==> config.mk <==
export PLATFORM = sky130hd
export DESIGN_NAME = paced_fifo_top
export DESIGN_NICKNAME = d
export VERILOG_FILES = /design/src/logic/buf_pkg.sv /design/src/logic/pace_pkg.sv /design/src/logic/fifo_if.sv /design/src/logic/fifo_reg.sv /design/src/logic/pace_gen.sv /design/src/logic/drain_ctrl.sv /design/src/logic/paced_fifo_top.sv
export VERILOG_INCLUDE_DIRS = /design/src /design/src/include
export SDC_FILE = /design/constraint.sdc
export NUM_CORES = 1
export LEC_CHECK = 0
export BUFFER_PORTS_ARGS = -buffer_cell sky130_fd_sc_hd__buf_2
export CORE_ASPECT_RATIO = 0.9
export CORE_MARGIN = 4
export CORE_UTILIZATION = 49
export DETAILED_ROUTE_END_ITERATION = 8
export PLACE_DENSITY = 0.67
export SYNTH_ARGS = -nofsm -noshare
export SYNTH_HDL_FRONTEND = slang
export SYNTH_SLANG_ARGS = --single-unit
==> constraint.sdc <==
create_clock -name clk200 -period 2.9 [get_ports clk200]
set_input_delay 0.58 -clock clk200 [delete_from_list [all_inputs] [get_ports clk200]]
set_output_delay 0.58 -clock clk200 [all_outputs]
set_load 0.1 [all_outputs]
==> src/include/buf_params.svh <==
/*
  sizing macros for the paced drain buffer
  data width, fifo depth, read mode, divider and drop counter widths
*/

`ifndef BUF_PARAMS_SVH
`define BUF_PARAMS_SVH

// width of one stored word
`define BUF_DATA_W 16

// number of fifo entries
`define BUF_DEPTH 8

// 1 = show-ahead read, 0 = registered read at pop
`define BUF_FWFT 1

// pacing divider and drop counter widths
`define PACE_DIV_W 16
`define BUF_DROP_W 8

`endif

==> src/logic/buf_pkg.sv <==
/*
  buffer types
  data word, fill level and saturating drop count
*/

`default_nettype none

`include "buf_params.svh"

package buf_pkg;

  // --------------------
  // payload
  // --------------------

  // one word as pushed by a producer
  typedef logic [`BUF_DATA_W-1:0] buf_data_t;

  // --------------------
  // status
  // --------------------

  // fill level, one bit wider than needed for the pointers so full fits
  typedef logic [$clog2(`BUF_DEPTH+1)-1:0] buf_cnt_t;

  // drop count, saturates at all ones
  typedef logic [`BUF_DROP_W-1:0] buf_drop_t;

endpackage

`default_nettype wire

==> src/logic/pace_pkg.sv <==
/*
  pacing types
  divider word and tap index
*/

`default_nettype none

`include "buf_params.svh"

package pace_pkg;

  // free-running divider
  typedef logic [`PACE_DIV_W-1:0] pace_div_t;

  // selects one divider bit
  typedef logic [3:0] pace_tap_t;

endpackage

`default_nettype wire

==> src/logic/fifo_if.sv <==
/*
  fifo read side
  pop request, write-accept hint, head word, empty flag, fill level
*/

`timescale 1ns/1ns
`default_nettype none

interface fifo_if;

  // from the drain side
  logic r_req;
  logic pop_ok;

  // from the fifo
  buf_pkg::buf_data_t r_data;
  logic               empty;
  buf_pkg::buf_cnt_t  cnt;

  // fifo storage side
  modport fifo (
    input  r_req, pop_ok,
    output r_data, empty, cnt
  );

  // pop controller side
  modport drain (
    output r_req, pop_ok,
    input  r_data, empty, cnt
  );

endinterface

`default_nettype wire

==> src/logic/fifo_reg.sv <==
/*
  register-array fifo, single clock
  show-ahead or registered read, selected by BUF_FWFT
  write accepted when not full or when a pop happens in the same cycle
*/

`timescale 1ns/1ns
`default_nettype none

`include "buf_params.svh"

module fifo_reg (
  input  logic               clk200,
  input  logic               nrst,
  input  logic               w_req,
  input  buf_pkg::buf_data_t w_data,
  output logic               full,
  fifo_if.fifo               rd
);

  localparam int PTR_W = $clog2(`BUF_DEPTH);

  // --------------------
  // storage and pointers
  // --------------------

  buf_pkg::buf_data_t mem [`BUF_DEPTH];

  logic [PTR_W-1:0]  w_ptr;
  logic [PTR_W-1:0]  r_ptr;
  buf_pkg::buf_cnt_t cnt_q;

  logic do_write;
  logic do_read;

  // underflow guard, a pop on empty does nothing
  assign do_read = rd.r_req & ~rd.empty;

  // overflow guard, full is fine if the head leaves this cycle
  assign do_write = w_req & (~full | rd.pop_ok);

  // flags straight from the counter
  assign full     = (cnt_q == buf_pkg::buf_cnt_t'(`BUF_DEPTH));
  assign rd.empty = (cnt_q == '0);
  assign rd.cnt   = cnt_q;

  // payload, no reset
  always_ff @(posedge clk200) begin
    if (do_write) begin
      mem[w_ptr] <= w_data;
    end
  end

  // pointers and fill level
  always_ff @(posedge clk200) begin
    if (!nrst) begin
      w_ptr <= '0;
      r_ptr <= '0;
      cnt_q <= '0;
    end else begin
      if (do_write) begin
        // explicit wrap, depth need not be a power of two
        if (w_ptr == PTR_W'(`BUF_DEPTH - 1)) begin
          w_ptr <= '0;
        end else begin
          w_ptr <= w_ptr + 1'b1;
        end
      end

      if (do_read) begin
        if (r_ptr == PTR_W'(`BUF_DEPTH - 1)) begin
          r_ptr <= '0;
        end else begin
          r_ptr <= r_ptr + 1'b1;
        end
      end

      // simultaneous push and pop keeps the level
      case ({do_write, do_read})
        2'b10:   cnt_q <= cnt_q + 1'b1;
        2'b01:   cnt_q <= cnt_q - 1'b1;
        default: cnt_q <= cnt_q;
      endcase
    end
  end

  // --------------------
  // read port
  // --------------------

  if (`BUF_FWFT != 0) begin : g_fwft
    // head word visible before the pop
    assign rd.r_data = mem[r_ptr];
  end else begin : g_norm
    // word appears the cycle after the pop
    buf_pkg::buf_data_t r_data_q;

    always_ff @(posedge clk200) begin
      if (do_read) begin
        r_data_q <= mem[r_ptr];
      end
    end

    assign rd.r_data = r_data_q;
  end

  // --------------------
  // checks
  // --------------------

  // drain side must look at empty before popping
  a_no_pop_on_empty: assert property (
    @(posedge clk200) disable iff (!nrst) rd.r_req |-> !rd.empty
  );

  a_cnt_in_range: assert property (
    @(posedge clk200) disable iff (!nrst) rd.cnt <= buf_pkg::buf_cnt_t'(`BUF_DEPTH)
  );

  a_flags_exclusive: assert property (
    @(posedge clk200) disable iff (!nrst) !(full && rd.empty)
  );

endmodule

`default_nettype wire

==> src/logic/pace_gen.sv <==
/*
  drain pacer
  free-running divider, tap select, one-cycle tick per rising edge
*/

`timescale 1ns/1ns
`default_nettype none

module pace_gen (
  input  logic                clk200,
  input  logic                nrst,
  input  pace_pkg::pace_tap_t tap_sel,
  output logic                tick
);

  // --------------------
  // divider
  // --------------------

  pace_pkg::pace_div_t div_q;

  // selected bit and its value one cycle ago
  logic tap_now;
  logic tap_d;

  // bit n toggles every 2^n cycles, so rises every 2^(n+1)
  assign tap_now = div_q[tap_sel];

  always_ff @(posedge clk200) begin
    if (!nrst) begin
      div_q <= '0;
      tap_d <= 1'b0;
      tick  <= 1'b0;
    end else begin
      div_q <= div_q + 1'b1;
      tap_d <= tap_now;
      // registered rising edge
      tick  <= tap_now & ~tap_d;
    end
  end

  // --------------------
  // checks
  // --------------------

  // holds across tap changes too, tap_d is high after any tick
  a_tick_single: assert property (
    @(posedge clk200) disable iff (!nrst) tick |=> !tick
  );

endmodule

`default_nettype wire

==> src/logic/drain_ctrl.sv <==
/*
  drain control
  pop on tick, output word and strobe, saturating drop counter
*/

`timescale 1ns/1ns
`default_nettype none

`include "buf_params.svh"

module drain_ctrl (
  input  logic               clk200,
  input  logic               nrst,
  input  logic               tick,
  input  logic               wr_stb,
  input  logic               full,
  fifo_if.drain              rd,
  output logic               rd_stb,
  output buf_pkg::buf_data_t rd_data,
  output buf_pkg::buf_drop_t drop_cnt
);

  // --------------------
  // pop
  // --------------------

  // a tick on empty is simply lost
  logic pop;
  assign pop = tick & ~rd.empty;

  assign rd.r_req  = pop;
  // same strobe, lets a full fifo take a write
  assign rd.pop_ok = pop;

  // strobe one cycle after the pop
  always_ff @(posedge clk200) begin
    if (!nrst) begin
      rd_stb <= 1'b0;
    end else begin
      rd_stb <= pop;
    end
  end

  // output word, both modes line up with rd_stb
  if (`BUF_FWFT != 0) begin : g_fwft
    // head is already on r_data, grab it at the pop edge
    buf_pkg::buf_data_t hold_q;

    always_ff @(posedge clk200) begin
      if (pop) begin
        hold_q <= rd.r_data;
      end
    end

    assign rd_data = hold_q;
  end else begin : g_norm
    // fifo registers the word itself
    assign rd_data = rd.r_data;
  end

  // --------------------
  // drops
  // --------------------

  logic drop;
  assign drop = wr_stb & full & ~pop;

  always_ff @(posedge clk200) begin
    if (!nrst) begin
      drop_cnt <= '0;
    end else if (drop && (drop_cnt != '1)) begin
      drop_cnt <= drop_cnt + 1'b1;
    end
  end

  a_stb_after_req: assert property (
    @(posedge clk200) disable iff (!nrst) rd_stb |-> $past(rd.r_req)
  );

endmodule

`default_nettype wire

==> src/logic/paced_fifo_top.sv <==
/*
  paced drain buffer top
  fifo, pacer and drain controller joined by one fifo_if
*/

`timescale 1ns/1ns
`default_nettype none

module paced_fifo_top (
  input  logic                clk200,
  input  logic                nrst,
  // producer side
  input  logic                wr_stb,
  input  buf_pkg::buf_data_t  wr_data,
  // drain rate
  input  pace_pkg::pace_tap_t tap_sel,
  // consumer side
  output logic                rd_stb,
  output buf_pkg::buf_data_t  rd_data,
  // status
  output logic                full,
  output logic                empty,
  output buf_pkg::buf_cnt_t   cnt,
  output buf_pkg::buf_drop_t  drop_cnt
);

  // --------------------
  // internal wiring
  // --------------------

  fifo_if fifo_rd ();

  logic tick;

  // status comes straight off the fifo
  assign empty = fifo_rd.empty;
  assign cnt   = fifo_rd.cnt;

  fifo_reg i_fifo_reg (
    .clk200 (clk200),
    .nrst   (nrst),
    .w_req  (wr_stb),
    .w_data (wr_data),
    .full   (full),
    .rd     (fifo_rd.fifo)
  );

  pace_gen i_pace_gen (
    .clk200  (clk200),
    .nrst    (nrst),
    .tap_sel (tap_sel),
    .tick    (tick)
  );

  drain_ctrl i_drain_ctrl (
    .clk200   (clk200),
    .nrst     (nrst),
    .tick     (tick),
    .wr_stb   (wr_stb),
    .full     (full),
    .rd       (fifo_rd.drain),
    .rd_stb   (rd_stb),
    .rd_data  (rd_data),
    .drop_cnt (drop_cnt)
  );

endmodule

`default_nettype wire

======== Word-level counts from Yosys, hierarchy flattened ========
Memories as Yosys holds them, arrays and structs flattened. A register that Yosys moved wholly into a read port is not among the register bits.
Index checks and enable logic that the tools add are counted.
operators by class
  $add $sub $neg .......................... 6
  $mul .................................... 0
  div/mod/pow operators ................... 0
  magnitude comparators ................... 1
  eq/ne operators ......................... 6
  shift operators ......................... 0
  mux-type cells .......................... 7
  bitwise logic cells ..................... 11
  reduce and logical (&&, ||, !) cells .... 3
operator list
  kind                                                 count
  adder 16 x 1 -> 16 bit (second input constant)       1
  adder 8 x 1 -> 8 bit (second input constant)         1
  != test 8 bit (second input constant)                1
  one-hot mux 4 bit (2 select lines)                   1
  adder 3 x 1 -> 3 bit (second input constant)         2
  bitwise AND 1 bit                                    6
  == test 3 bit (second input constant)                2
  two-way mux 3 bit                                    2
  < comparator 4 x 5 -> 1 bit (second input constant)  1
  adder 4 x 1 -> 4 bit (second input constant)         1
  binary-select mux 1 bit (select 4 bit)               1
  == test 4 bit (second input constant)                1
  logical NOT 4 bit                                    1
  inverter 1 bit                                       4
  subtractor 4 x 1 -> 4 bit (second input constant)    1
  two-way mux 1 bit                                    3
  == test 2 x 1 -> 1 bit (second input constant)       1
  == test 2 bit (second input constant)                1
  nonzero test 2 bit                                   1
  logical AND 1 bit                                    1
  OR 1 bit                                             1
word-level totals
  register bits after elaboration ......... 37
  latch bits .............................. 0
  memory bits (writable) .................. 128
  memory bits (read-only) ................. 0
  output and inout bits ................... 31
  logic and storage cells ................. 43
  memories kept ........................... 1
memories
  name            depth  bits a word  read ports  clocked after Yosys merged registers in  write ports  RTL line        RTL
  i_fifo_reg.mem  8      16           1           1                                        1            fifo_reg.sv:27  buf_pkg::buf_data_t mem [`BUF_DEPTH];

======== Longest topological paths before layout ========
Gate-level depths: netlist (run 1).
  word-level depth ........................ 7
  gate-level depth with buffers ........... 11
  mapped depth without buffers ............ 9

======== Cells and area by module ========
A second synthesis (run 1) with hierarchy kept.
unflattened totals
  cells, all modules ...................... 422
  area total of the unflattened synthesis .. 7372.1 um2
modules (own cells, without submodules)
  module      instances  cells an instance  area each (um2)  seq. area each (um2)
  fifo_reg    1          265                5520.3           4103.9
  drain_ctrl  1          66                 949.7            660.6
  pace_gen    1          91                 902.1            360.3

======== Worst setup path before layout (run 1) ========
No wires, ideal clock.
  kind .................................... register to register
  start ................................... reg i_fifo_reg.cnt_q[1], in the netlist i_fifo_reg.rd.cnt[1]
  end ..................................... reg i_fifo_reg.cnt_q[2], in the netlist i_fifo_reg.rd.cnt[2]
  library setup time ...................... 0.070 ns
  data arrival time ....................... 5.503 ns
  path slack .............................. -2.672 ns
  stages on the path, launching flop included .. 12
  cell sequence ........................... dfxtp_1 -> buf_6 -> nor4_1 -> nor2b_1 -> clkbuf_1 -> ha_1 -> xor2_1 -> ha_1 -> a21oi_1 -> xor2_1 -> or3_1 -> a21oi_1
RTL lines
  what                                                                      RTL line                          RTL
  start, declared                                                           fifo_reg.sv:31                    buf_pkg::buf_cnt_t cnt_q;
  start signal, assigned                                                    fifo_reg.sv:80                    2'b10: cnt_q <= cnt_q + 1'b1;
  start signal, assigned                                                    fifo_reg.sv:81                    2'b01: cnt_q <= cnt_q - 1'b1;
  start signal, assigned                                                    fifo_reg.sv:82                    default: cnt_q <= cnt_q;
  logical NOT 4 bit *                                                       fifo_reg.sv:44                    assign rd.empty = (cnt_q == '0);
  via empty                                                                 paced_fifo_top.sv:22              output logic empty,
  inverter 1 bit *                                                          fifo_reg.sv:37, drain_ctrl.sv:29
  bitwise AND 1 bit                                                         drain_ctrl.sv:29                  assign pop = tick & ~rd.empty;
  bitwise AND 1 bit *                                                       fifo_reg.sv:37                    assign do_read = rd.r_req & ~rd.empty;
  via i_fifo_reg.do_read                                                    fifo_reg.sv:34                    logic do_read;
  == test 2 x 1 -> 1 bit or == test 2 bit (tied branches)                   fifo_reg.sv:79                    case ({do_write, do_read})
  one-hot mux 4 bit (2 select lines) or nonzero test 2 bit (tied branches)  -
The timed path passes the listed nets; every way through them passes the cells marked *.
A chain may end at the register's enable or synchronous reset.

======== Worst setup path after layout (run 1) ========
  start ................................... reg i_fifo_reg.cnt_q[0], in the netlist i_fifo_reg.rd.cnt[0]
  end ..................................... reg i_fifo_reg.cnt_q[3], in the netlist i_fifo_reg.rd.cnt[3]
between the ends
  word-level cells in the longest chain between the ends .. 7
ends and longest elaborated chain
  what                                                                      RTL line                          RTL
  logical NOT 4 bit                                                         fifo_reg.sv:44
  inverter 1 bit                                                            fifo_reg.sv:37, drain_ctrl.sv:29
  bitwise AND 1 bit                                                         drain_ctrl.sv:29
  OR 1 bit                                                                  fifo_reg.sv:40                    assign do_write = w_req & (~full | rd.pop_ok);
  bitwise AND 1 bit                                                         fifo_reg.sv:40
  == test 2 x 1 -> 1 bit or == test 2 bit (tied branches)                   fifo_reg.sv:79
  one-hot mux 4 bit (2 select lines) or nonzero test 2 bit (tied branches)  -
Parallel ways exist; a longest one is shown, timed or not.

==> results.sh, run 1 <==
export IMPL_vias=3749
export IMPL_antenna_cells=0
export IMPL_htreeDepth=4
export IMPL_avgSynthCellArea_um2=17.32
export IMPL_arrival_ns=2.91
export IMPL_ys_types=47
export IMPL_io_pins=54
export IMPL_power_density_nw_per_um2=673.7
export IMPL_routed_wl_met3_um=637
export IMPL_skew_ns=0.008944
export IMPL_route_detailed_drc=0
export IMPL_cpPeakStageDelay_ns=0.56
export IMPL_required_ns=3.24
export IMPL_ys_seq_area_share_pct=70.62
export IMPL_core_um2=14160
export IMPL_cts_max_path_buffers=2
export IMPL_timing_fmax_mhz=388.7
export IMPL_post_route_util_pct=59.18
export IMPL_drtIter0Drc=270
export IMPL_rows=41
export IMPL_initial_core_util_pct=50.65
export IMPL_post_synth_inst_count=414
export IMPL_async_reset_ff_share_pct=0
export IMPL_clkTransAtPathRegs_ns=0.07
export IMPL_firstDrtPassIters=4
export IMPL_antenna_left=0
export IMPL_min_path_cells=1
export IMPL_drv_slew=0
export IMPL_relSlewSlack_pct=47.61
export IMPL_gr_usage_all_layers_pct=16.94
export IMPL_synth_edf_count=144
export IMPL_gp_congestion=0.7945
export IMPL_grt_remaining_overflow=0
export IMPL_total_power_mw=5.645
export IMPL_grt_pass1_wl_mm=20.84
export IMPL_die_x_um=135.5
export IMPL_grt_max_degree=35
export IMPL_postCtsHoldBufs=0
export IMPL_post_cts_resized=0
export IMPL_syn_area_um2=7172
export IMPL_maxCapViolCount=0
export IMPL_syn_nets=446
export IMPL_insertion_delay_ns=0.41
export IMPL_placed_cell_area_um2=7784
export IMPL_cts_setup_buffers=0
export IMPL_rrSetupSlack_ns=0.33
export IMPL_dieArea_um2=16640
export IMPL_nets=518
export IMPL_synth_seq_cells=181
export IMPL_io_buffers=53
export IMPL_die_h_um=122.8
export IMPL_place_inst=660
export IMPL_hold_violations=0
export IMPL_critPathKind="reg -> reg"
export IMPL_worstPathMaxFanout=7
export IMPL_areaGrowthSynthToFinish_pct=16.84
export IMPL_grt_antenna_before_repair=1
export IMPL_crit_path_cell_trace="or4b_4 -> o21ai_1 -> buf_4 -> ha_1 -> o41ai_1 -> mux2i_1"
export IMPL_cts_tree="built"
export IMPL_yosys_most_used_dff="edfxtp_1"
export IMPL_finalCritPeriodShare_pct=88.71
export IMPL_hpwlAfterDp_mm=8.183
export IMPL_wl_met2_mm=6.663
export IMPL_wirelength_mm=13.06
export IMPL_top_layer="met5"
export IMPL_cts_root_buf="clkbuf_16"
export IMPL_setup_viol=0
export IMPL_grt_pass1_vias=3816
export IMPL_period_minus_slack_ns=2.573
export IMPL_r2r_worst_path_cells=6
export IMPL_leakage_nw=2.870
export IMPL_postLayoutCellArea_um2=8379
export IMPL_rsz0062_at_grt="false"
export IMPL_via_per_inst=5.418
export IMPL_layout_drive_gt1_share_pct=33.27
export IMPL_slowest_stage="or4b_4"
export IMPL_outcome="complete, no violations"
export IMPL_numCtsBuffers=17
export IMPL_routedWlPerCell_um=18.87
export IMPL_crit_path_start_kind="flip-flop"
export IMPL_wl_met1_mm=5.665
export IMPL_critPathCaptureType="flip-flop"
export IMPL_fin_cells=692
export IMPL_final_setup_tns_ns=0
export IMPL_hold_class="reg -> reg"
export IMPL_ys_warn_count=0
export IMPL_cts_sinks=181
export IMPL_fillers=1104
export IMPL_peakVddDrop_mv=0.4414
export IMPL_worst_pin_slew_ns=0.7829
sequential cells by signal, summed over array words and instances (netlist names):
signal,flops
i_pace_gen.div_q,16
i_drain_ctrl.rd_data,16
i_fifo_reg.rd.cnt,4
i_drain_ctrl.drop_cnt,8
i_fifo_reg.w_ptr,3
i_pace_gen.tick,1
i_fifo_reg.r_ptr,3
i_drain_ctrl.rd_stb,1
i_fifo_reg.mem,128
i_pace_gen.tap_d,1
layer usage:
metal	vias to the layer above	track usage, %
met4	2	4.660
met3	8	4.631
met1	1874	22.79
met5	-	0
li1	1782	-
met2	83	27.55
cell families (layout without fill, tap and decap cells):
kind of cell	count (synthesis)	in the layout	share of synthesized area, %
xor+xnor	15	15	1.832
compound gates	29	29	2.756
fa+ha+maj	9	9	1.570
mux	62	62	14.86
simple gates	96	96	6.891
flops	181	181	70.62
buf+inv	22	107	1.465
cell type report:
class,instances,area (µm²),area share [%]
sequential,181,5081,60.64
timing repair buffer,70,392.9,4.689
tap,193,241.5,2.882
inverter,5,20.02,0.2389
clock buffer,19,432.9,5.166
clock inverter,13,162.7,1.941
multi-input combinational,211,2048,24.44
worst paths after layout:
kind | start | to
worst max-delay path | i_fifo_reg.rd.cnt[0]$_SDFFE_PN0P_ | i_fifo_reg.rd.cnt[3]$_SDFFE_PN0P_
worst min-delay path | i_pace_gen.tap_d$_SDFF_PN0_ | i_pace_gen.tick$_SDFF_PN0_
worst max register to register | i_fifo_reg.rd.cnt[0]$_SDFFE_PN0P_ | i_fifo_reg.rd.cnt[3]$_SDFFE_PN0P_
worst min register to register | i_pace_gen.tap_d$_SDFF_PN0_ | i_pace_gen.tick$_SDFF_PN0_
layout by cell type, fill, tap and decap left out, types with 3 or more instances in the layout:
| cell | count |
|---|---|
| edfxtp_1 | 144 |
| xor2_1 | 7 |
| inv_1 | 4 |
| nand2b_1 | 6 |
| nand3_1 | 10 |
| nand4_1 | 5 |
| nand2_1 | 11 |
| o21ai_0 | 7 |
| buf_4 | 17 |
| mux2_2 | 16 |
| or3_1 | 5 |
| clkbuf_16 | 17 |
| a21oi_1 | 8 |
| buf_2 | 53 |
| dfxtp_1 | 32 |
| dfxtp_4 | 4 |
| and3_1 | 3 |
| nor3_1 | 5 |
| mux4_2 | 34 |
| ha_1 | 7 |
| xnor2_1 | 8 |
| clkinv_2 | 5 |
| clkinv_1 | 4 |
| mux2i_1 | 12 |
| nor4_1 | 4 |
| nor2_1 | 31 |
| bufinv_16 | 4 |
synth_stat cells, types with 3 or more instances:
library cell  count  area (µm²)
a21oi_1           9       45.04
mux4_2           34       765.7
nor4_1            5       31.28
nor3_1            7       35.03
o21ai_0           7       35.03
and3_1            3       18.77
clkbuf_1         11       41.29
inv_1             4       15.01
ha_1              9       112.6
buf_2             3       15.01
xor2_1            7       61.31
nor2b_1           3       18.77
mux2_2           16       180.2
dfxtp_1          37       740.7
nand2_1          11       41.29
nand2b_1          6       37.54
edfxtp_1        144        4324
or3_1             5       31.28
nand3_1          10       50.05
mux2i_1          12       120.1
nand4_1           5       31.28
nor2_1           31       116.4
xnor2_1           8       70.07
critical path, delay by kind of cell, from the launching register on:
kind | cells | cell delay, ns
multiplexers | 1 | 0.25
flip-flops | 1 | 0.38
AND/OR/NAND/NOR | 1 | 0.56
buffers and inverters | 1 | 0.20
AO/OA/AOI/OAI | 2 | 0.79
adder cells (fa/ha/maj) | 1 | 0.31
power breakdown:
group,leakage [nW],total (mW),switching (mW),internal [mW]
Combinational,0.969,0.435,0.294,0.140
Sequential,1.61,2.91,0.0353,2.87
Clock,0.290,2.30,0.877,1.42
Total,2.87,5.65,1.21,4.44
metrics by stage:
| stage | hold slack (ns) | setup WS, ns |
|---|---|---|
| finish | 0.4032 | 0.3273 |
| CTS | 0.4055 | 0.3078 |
| detailed placement | 0.3970 | 0.3231 |
| global route | 0.4167 | 0.1532 |
| global placement | 0.3872 | 0.4967 |
| floorplan | 0.3760 | -0.2004 |
Note: power is estimated with default switching activity, not from simulation.
==> run 2, diff against run 1 <==
ABC_AREA = 1   (was not set)
==> run 2 against run 1 <==
Net effect:
- worst hold slack worse by 0.017 ns
- worst setup slack improved by 0.30 ns
- cell count rose by 36%
- count of clock-buffer cells in the layout rose by 5
- sequential cell count is the same
- die area is 3.5% higher
- register-to-register slack gained 0.30 ns
- utilization fell by 1.9 points
- clock skew down 0.00092 ns
==> results.sh, run 2 <==
export IMPL_areaGrowthSynthToFinish_pct=14.20
export IMPL_vias=5041
export IMPL_hold_violations=0
export IMPL_yosys_top_cells_count="edfxtp_1 (144), nor2_1 (143), o21ai_0 (66), nand2_1 (62), inv_1 (42)"
export IMPL_numCtsBuffers=17
export IMPL_ys_types=38
export IMPL_worst_pin_slew_ns=0.9766
export IMPL_io_pins=54
export IMPL_layout_commonest_cell="edfxtp_1"
export IMPL_r2r_end="i_fifo_reg.rd.cnt[2]$_SDFFE_PN0P_"
export IMPL_synth_edf_count=144
export IMPL_route_detailed_drc=0
export IMPL_wirelength_mm=15.57
export IMPL_grt_remaining_overflow=0
export IMPL_peakVddDrop_mv=0.7575
export IMPL_grt_pass1_vias=4964
export IMPL_drv_slew=0
export IMPL_yosysTopAreaCellShare_pct=58.13
export IMPL_async_reset_ff_share_pct=0
export IMPL_post_synth_inst_count=670
export IMPL_die_x_um=137.9
export IMPL_grt_max_degree=67
export IMPL_synthTopCellsByArea="edfxtp_1 (58%), dfxtp_1 (10%), nor2_1 (7.2%), o21ai_0 (4.4%), nand2_1 (3.1%)"
export IMPL_timing_fmax_mhz=439.7
export IMPL_maxCapViolCount=0
export IMPL_firstDrtPassIters=6
export IMPL_critPathKind="reg -> reg"
export IMPL_leakage_nw=3.129
export IMPL_yosysTopAreaCell="edfxtp_1"
export IMPL_post_cts_resized=0
export IMPL_setup_viol=0
export IMPL_outcome="complete, no violations"
export IMPL_min_to="i_pace_gen.tick$_SDFF_PN0_"
export IMPL_crit_path_start_kind="flip-flop"
export IMPL_io_buffers=53
export IMPL_power_density_nw_per_um2=726.6
export IMPL_min_path_cells=1
export IMPL_synth_most_common_cell="edfxtp_1"
export IMPL_hold_class="reg -> reg"
export IMPL_multi_input_area_um2=2064
export IMPL_layout_drive_gt1_share_pct=16.06
export IMPL_period_minus_slack_ns=2.274
export IMPL_gr_usage_all_layers_pct=18.71
export IMPL_synthXorXnorAreaFrac_pct=1.060
export IMPL_die_h_um=124.9
export IMPL_cts_sinks=181
export IMPL_insertion_delay_ns=0.43
export IMPL_required_ns=3.22
export IMPL_final_cell_mix="edfxtp_1 (144), nor2_1 (143), o21ai_0 (66)"
export IMPL_core_um2=14820
export IMPL_synth_top_family_by_area="simple AND/OR/NAND/NOR gates"
export IMPL_muxShareOfSynthArea_pct=0
export IMPL_finalCritPeriodShare_pct=78.43
export IMPL_avgSynthCellArea_um2=11.10
export IMPL_gp_congestion=0.9083
export IMPL_grt_pass1_wl_mm=24.47
export IMPL_min_delay_start="i_pace_gen.tap_d$_SDFF_PN0_"
export IMPL_nets=760
export IMPL_regMostFlops="i_fifo_reg.mem"
export IMPL_worstPathMaxFanout=9
export IMPL_routedWlPerCell_um=16.58
export IMPL_grt_antenna_before_repair=1
export IMPL_initial_core_util_pct=50.19
export IMPL_yosys_most_used_dff="edfxtp_1"
export IMPL_rsz0062_at_grt="false"
export IMPL_ys_warn_count=0
export IMPL_cts_max_path_buffers=2
export IMPL_post_route_util_pct=57.32
export IMPL_antenna_left=0
export IMPL_via_per_inst=5.368
export IMPL_hpwlAfterDp_mm=8.821
export IMPL_rows=42
export IMPL_synth_compound_area_share_pct=10.01
export IMPL_r2r_worst_path_cells=13
export IMPL_drtIter0Drc=445
export IMPL_dieArea_um2=17220
export IMPL_synth_adder_area_share_pct=1.514
export IMPL_cts_root_buf="clkbuf_16"
export IMPL_skew_ns=0.008029
export IMPL_cts_setup_buffers=0
export IMPL_postCtsHoldBufs=0
export IMPL_cts_tree="built"
export IMPL_antenna_cells=0
export IMPL_synth_simple_area_share_pct=14.97
export IMPL_critPathCaptureType="flip-flop"
export IMPL_arrival_ns=2.60
export IMPL_final_setup_tns_ns=0
export IMPL_clkTransAtPathRegs_ns=0.06
export IMPL_htreeDepth=4
export IMPL_synth_seq_cells=181
export IMPL_seqCellArea_um2=5066
export IMPL_rrSetupSlack_ns=0.63
export IMPL_fillers=1249
export IMPL_syn_nets=702
export IMPL_r2r_start="i_fifo_reg.rd.cnt[0]$_SDFFE_PN0P_"
export IMPL_largest_reg_flops=128
export IMPL_relSlewSlack_pct=34.80
export IMPL_syn_area_um2=7438
export IMPL_ys_seq_area_share_pct=68.09
run 2: worst max-delay path, stage by stage, from the launching register on:
cell	delay (ns)
dfxtp_1	0.39
nor2_2	0.18
nand3_1	0.10
nand2_1	0.22
inv_1	0.12
ha_1	0.27
nand2_1	0.09
inv_1	0.05
nor2_1	0.13
ha_1	0.19
a21oi_1	0.06
xnor2_1	0.14
o21ai_0	0.18
inv_1	0.06
run 2: kinds of logic after synthesis:
| group | after synthesis |
|---|---|
| AO/OA/AOI/OAI | 139 |
| XOR/XNOR | 9 |
| adder cells (fa/ha/maj) | 9 |
| buffers and inverters | 74 |
| flip-flops | 181 |
| AND/OR/NAND/NOR | 258 |
run 2: final cells by class:
cell class                      instances  share of cell area (%)
Sequential cell                       181                   59.64
Multi-Input combinational cell        415                   24.30
Clock buffer                           24                   5.553
Timing Repair Buffer                   66                   4.272
Tap cell                              198                   2.916
Inverter                               47                   2.106
Clock inverter                          8                   1.208
run 2: worst max-delay path by stage:
stage	cells after the start	end	slack [ns]	start
after floorplan	2	full	0.005	i_fifo_reg.rd.cnt[3]$_SDFFE_PN0P_
after global placement	13	i_fifo_reg.rd.cnt[2]$_SDFFE_PN0P_	0.87	i_fifo_reg.rd.cnt[0]$_SDFFE_PN0P_
after detailed placement	13	i_fifo_reg.rd.cnt[2]$_SDFFE_PN0P_	0.70	i_fifo_reg.rd.cnt[0]$_SDFFE_PN0P_
after CTS	13	i_fifo_reg.rd.cnt[2]$_SDFFE_PN0P_	0.67	i_fifo_reg.rd.cnt[0]$_SDFFE_PN0P_
after global routing	13	i_fifo_reg.rd.cnt[2]$_SDFFE_PN0P_	0.41	i_fifo_reg.rd.cnt[0]$_SDFFE_PN0P_
final	13	i_fifo_reg.rd.cnt[2]$_SDFFE_PN0P_	0.63	i_fifo_reg.rd.cnt[0]$_SDFFE_PN0P_
run 2: power breakdown:
part,internal (mW),switching [mW]
logic,0.209,0.715
registers,2.95,0.0576
clock network,1.32,0.927
total,4.47,1.70
run 2: per-layer routing:
metal  track usage [%]  wire length, µm
met2             30.34             7691
met1             23.64             6603
met3             6.018             1007
met5                 0               13
met4             6.275              255
run 2: metrics by stage:
stage | hold WS (ns) | total power, mW | worst slack [ns] | area (µm²) | std cells
floorplan | 0.3680 | 3.766 | 0.005232 | 7453 | 670
global placement | 0.3739 | 3.949 | 0.8728 | 7920 | 907
detailed placement | 0.3763 | 3.982 | 0.7001 | 7920 | 907
CTS | 0.3888 | 6.212 | 0.6658 | 8494 | 939
global route | 0.4039 | 6.418 | 0.4104 | 8494 | 939
finish | 0.3863 | 6.172 | 0.6256 | 8494 | 939
==> run 3, diff against run 2 <==
PLACE_DENSITY = 0.7   (was 0.67)
clock period = 1.9 ns   (was 2.9 ns; I/O delays follow)
==> run 3 against run 2 <==
Net effect:
- sequential cell count unchanged
- design area rose by 3.4%
- maximum frequency increased by 24%
- via count up 1.1%
- worst setup slack got worse by 0.56 ns
- register-to-register slack worse by 0.56 ns
- sequential power increased by 53%
- first-iteration DRC count decreased by 23%
==> results.sh, run 3 (synthesis results as in run 2) <==
export IMPL_largest_reg_flops=128
export IMPL_drv_slew=0
export IMPL_power_share_clock_pct=36.0
export IMPL_skew_ns=0.006980
export IMPL_routed_wl_met3_um=792
export IMPL_grt_max_degree=45
export IMPL_via_per_inst=5.370
export IMPL_p_comb_share_pct=15.9
export IMPL_required_ns=2.22
export IMPL_regMostFlops="i_fifo_reg.mem"
export IMPL_io_pins=54
export IMPL_r2r_end="i_fifo_reg.rd.cnt[2]$_SDFFE_PN0P_"
export IMPL_power_density_nw_per_um2=1091
export IMPL_numCtsBuffers=17
export IMPL_core_um2=14820
export IMPL_wl_met1_mm=6.357
export IMPL_crit_end="i_fifo_reg.rd.cnt[2]$_SDFFE_PN0P_"
export IMPL_cpPeakStageDelay_ns=0.37
export IMPL_cp_startpoint="i_fifo_reg.rd.cnt[1]$_SDFFE_PN0P_"
export IMPL_final_cell_mix="edfxtp_1 (144), nor2_1 (137), o21ai_0 (65)"
export IMPL_p_sw_mw=2.593
export IMPL_antenna_cells=0
export IMPL_vias=5096
export IMPL_cts_sinks=181
export IMPL_insertion_delay_ns=0.42
export IMPL_rows=42
export IMPL_setup_viol=0
export IMPL_hpwlAfterDp_mm=9.186
export IMPL_switching_share_pct=27.07
export IMPL_critPathKind="reg -> reg"
export IMPL_die_h_um=124.9
export IMPL_cp_top_family="simple AND/OR/NAND/NOR gates"
export IMPL_htreeDepth=4
export IMPL_critPathCaptureType="flip-flop"
export IMPL_placed_cell_area_um2=8142
export IMPL_wirelength_mm=15.03
export IMPL_outcome="complete, no violations"
export IMPL_grt_pass1_wl_mm=24.39
export IMPL_fin_ws_ns=0.06870
export IMPL_areaGrowthSynthToFinish_pct=18.03
export IMPL_r2r_start="i_fifo_reg.rd.cnt[1]$_SDFFE_PN0P_"
export IMPL_nets=770
export IMPL_cts_tree="built"
export IMPL_r2r_worst_path_cells=13
export IMPL_routedWlPerCell_um=15.83
export IMPL_die_x_um=137.9
export IMPL_top_layer="met4"
export IMPL_drtIter0Drc=344
export IMPL_cts_root_buf="clkbuf_16"
export IMPL_path_buf_inv=3
export IMPL_hold_violations=0
export IMPL_firstDrtPassIters=5
export IMPL_post_route_util_pct=59.25
export IMPL_worst_pin_slew_ns=0.4943
export IMPL_layout_commonest_cell="edfxtp_1"
export IMPL_wl_met2_mm=7.756
export IMPL_rrSetupSlack_ns=0.07
export IMPL_place_ws_ns=0.03845
export IMPL_pwr_share_seq_pct=48.1
export IMPL_place_inst=916
export IMPL_gp_congestion=0.8475
export IMPL_cts_max_path_buffers=2
export IMPL_fin_cells=949
export IMPL_route_detailed_drc=0
export IMPL_worstPathMaxFanout=5
export IMPL_period_minus_slack_ns=1.831
export IMPL_leakage_nw=3.225
export IMPL_maxCapViolCount=0
export IMPL_postCtsHoldBufs=0
export IMPL_hold_class="in -> reg"
export IMPL_timing_fmax_mhz=546.1
export IMPL_crit_path_start_kind="flip-flop"
export IMPL_dieArea_um2=17220
export IMPL_grt_pass1_vias=5035
export IMPL_final_setup_tns_ns=0
export IMPL_gr_usage_all_layers_pct=18.22
export IMPL_grt_antenna_before_repair=0
export IMPL_grt_remaining_overflow=0
export IMPL_relSlewSlack_pct=67.27
export IMPL_postLayoutCellArea_um2=8780
export IMPL_arrival_ns=2.15
export IMPL_slowest_stage="dfxtp_4"
export IMPL_clkTransAtPathRegs_ns=0.06
export IMPL_antenna_left=0
export IMPL_p_int_mw=6.983
export IMPL_peakVddDrop_mv=0.9224
export IMPL_crit_path_cell_trace="nor2_4 -> nand3_2 -> nand2_2 -> inv_2 -> ha_4 -> nand2_2 -> inv_2 -> nor2_4 -> ha_2 -> a21oi_2 -> xnor2_1 -> o21ai_1 -> inv_1"
export IMPL_layout_drive_gt1_share_pct=20.51
export IMPL_finalCritPeriodShare_pct=96.38
export IMPL_crit_cells=13
export IMPL_initial_core_util_pct=50.19
export IMPL_io_buffers=53
## run 3: changes by cell type in the layout (fill, tap and decap cells not counted), moves of 3 or more
cell     change
buf_12       +8
dfxtp_4      +4
nor2_2       +4
dfxtp_1      -8
buf_4        +4
inv_1        -3
nor2_1       -6
dfxtp_2      +4
## run 3: worst min path at each step
stage	slack, ns	depth (start not counted)	end	startpoint
after floorplan	0.37	1	i_pace_gen.tick$_SDFF_PN0_	i_pace_gen.tap_d$_SDFF_PN0_
after global placement	0.38	1	i_pace_gen.tick$_SDFF_PN0_	i_pace_gen.tap_d$_SDFF_PN0_
after detailed placement	0.38	1	i_pace_gen.tick$_SDFF_PN0_	i_pace_gen.tap_d$_SDFF_PN0_
after CTS	0.20	1	i_fifo_reg.mem[6][7]$_DFFE_PP_	wr_data[7]
after global routing	0.21	1	i_fifo_reg.mem[6][7]$_DFFE_PP_	wr_data[7]
final	0.22	1	i_fifo_reg.mem[7][7]$_DFFE_PP_	wr_data[7]
## run 3: per-stage QoR
| step | hold slack [ns] | total power, mW |
|---|---|---|
| 6_report | 0.2223 | 9.576 |
| 5_1_grt | 0.2129 | 9.963 |
| 4_1_cts | 0.2018 | 9.620 |
| 3_5_place_dp | 0.3802 | 6.176 |
| 3_3_place_gp | 0.3810 | 6.117 |
| 2_1_floorplan | 0.3680 | 5.782 |
## run 3: per-layer routing
layer / vias up / global-route usage (%)
met5: - / 0
met4: 0 / 5.346
met3: 12 / 5.372
met2: 135 / 30.54
met1: 2482 / 22.76
li1: 2467 / -
## run 3: layout make-up
type,instances,area [µm²]
clock buffer,24,491.7
clock inverter,8,100.1
fill,1169,6040
inverter,47,183.9
multi-input combinational,415,2127
sequential,181,5086
tap,198,247.7
timing repair buffer,76,543.0
## run 3: power groups by stage
stage	Combinational, mW	Clock, mW	Sequential [mW]
after floorplan	0.738	0	5.04
after global placement	1.44	0	4.68
after detailed placement	1.49	0	4.69
after CTS	1.50	3.51	4.61
after global routing	1.66	3.68	4.62
final	1.52	3.45	4.60
## run 3: repair_timing
action,in CTS,in global routing
resized for setup,2,10
setup endpoints to repair,2,2
pin swaps,0,6
buffers inserted,0,1
## run 3: worst register-to-register path, delay by kind of cell, from the launching register on
kind / cells / cell delay (ns)
flip-flops: 1 / 0.37
buffers and inverters: 3 / 0.15
AND/OR/NAND/NOR: 5 / 0.54
adder cells (fa/ha/maj): 2 / 0.36
AO/OA/AOI/OAI: 2 / 0.18
XOR/XNOR: 1 / 0.13
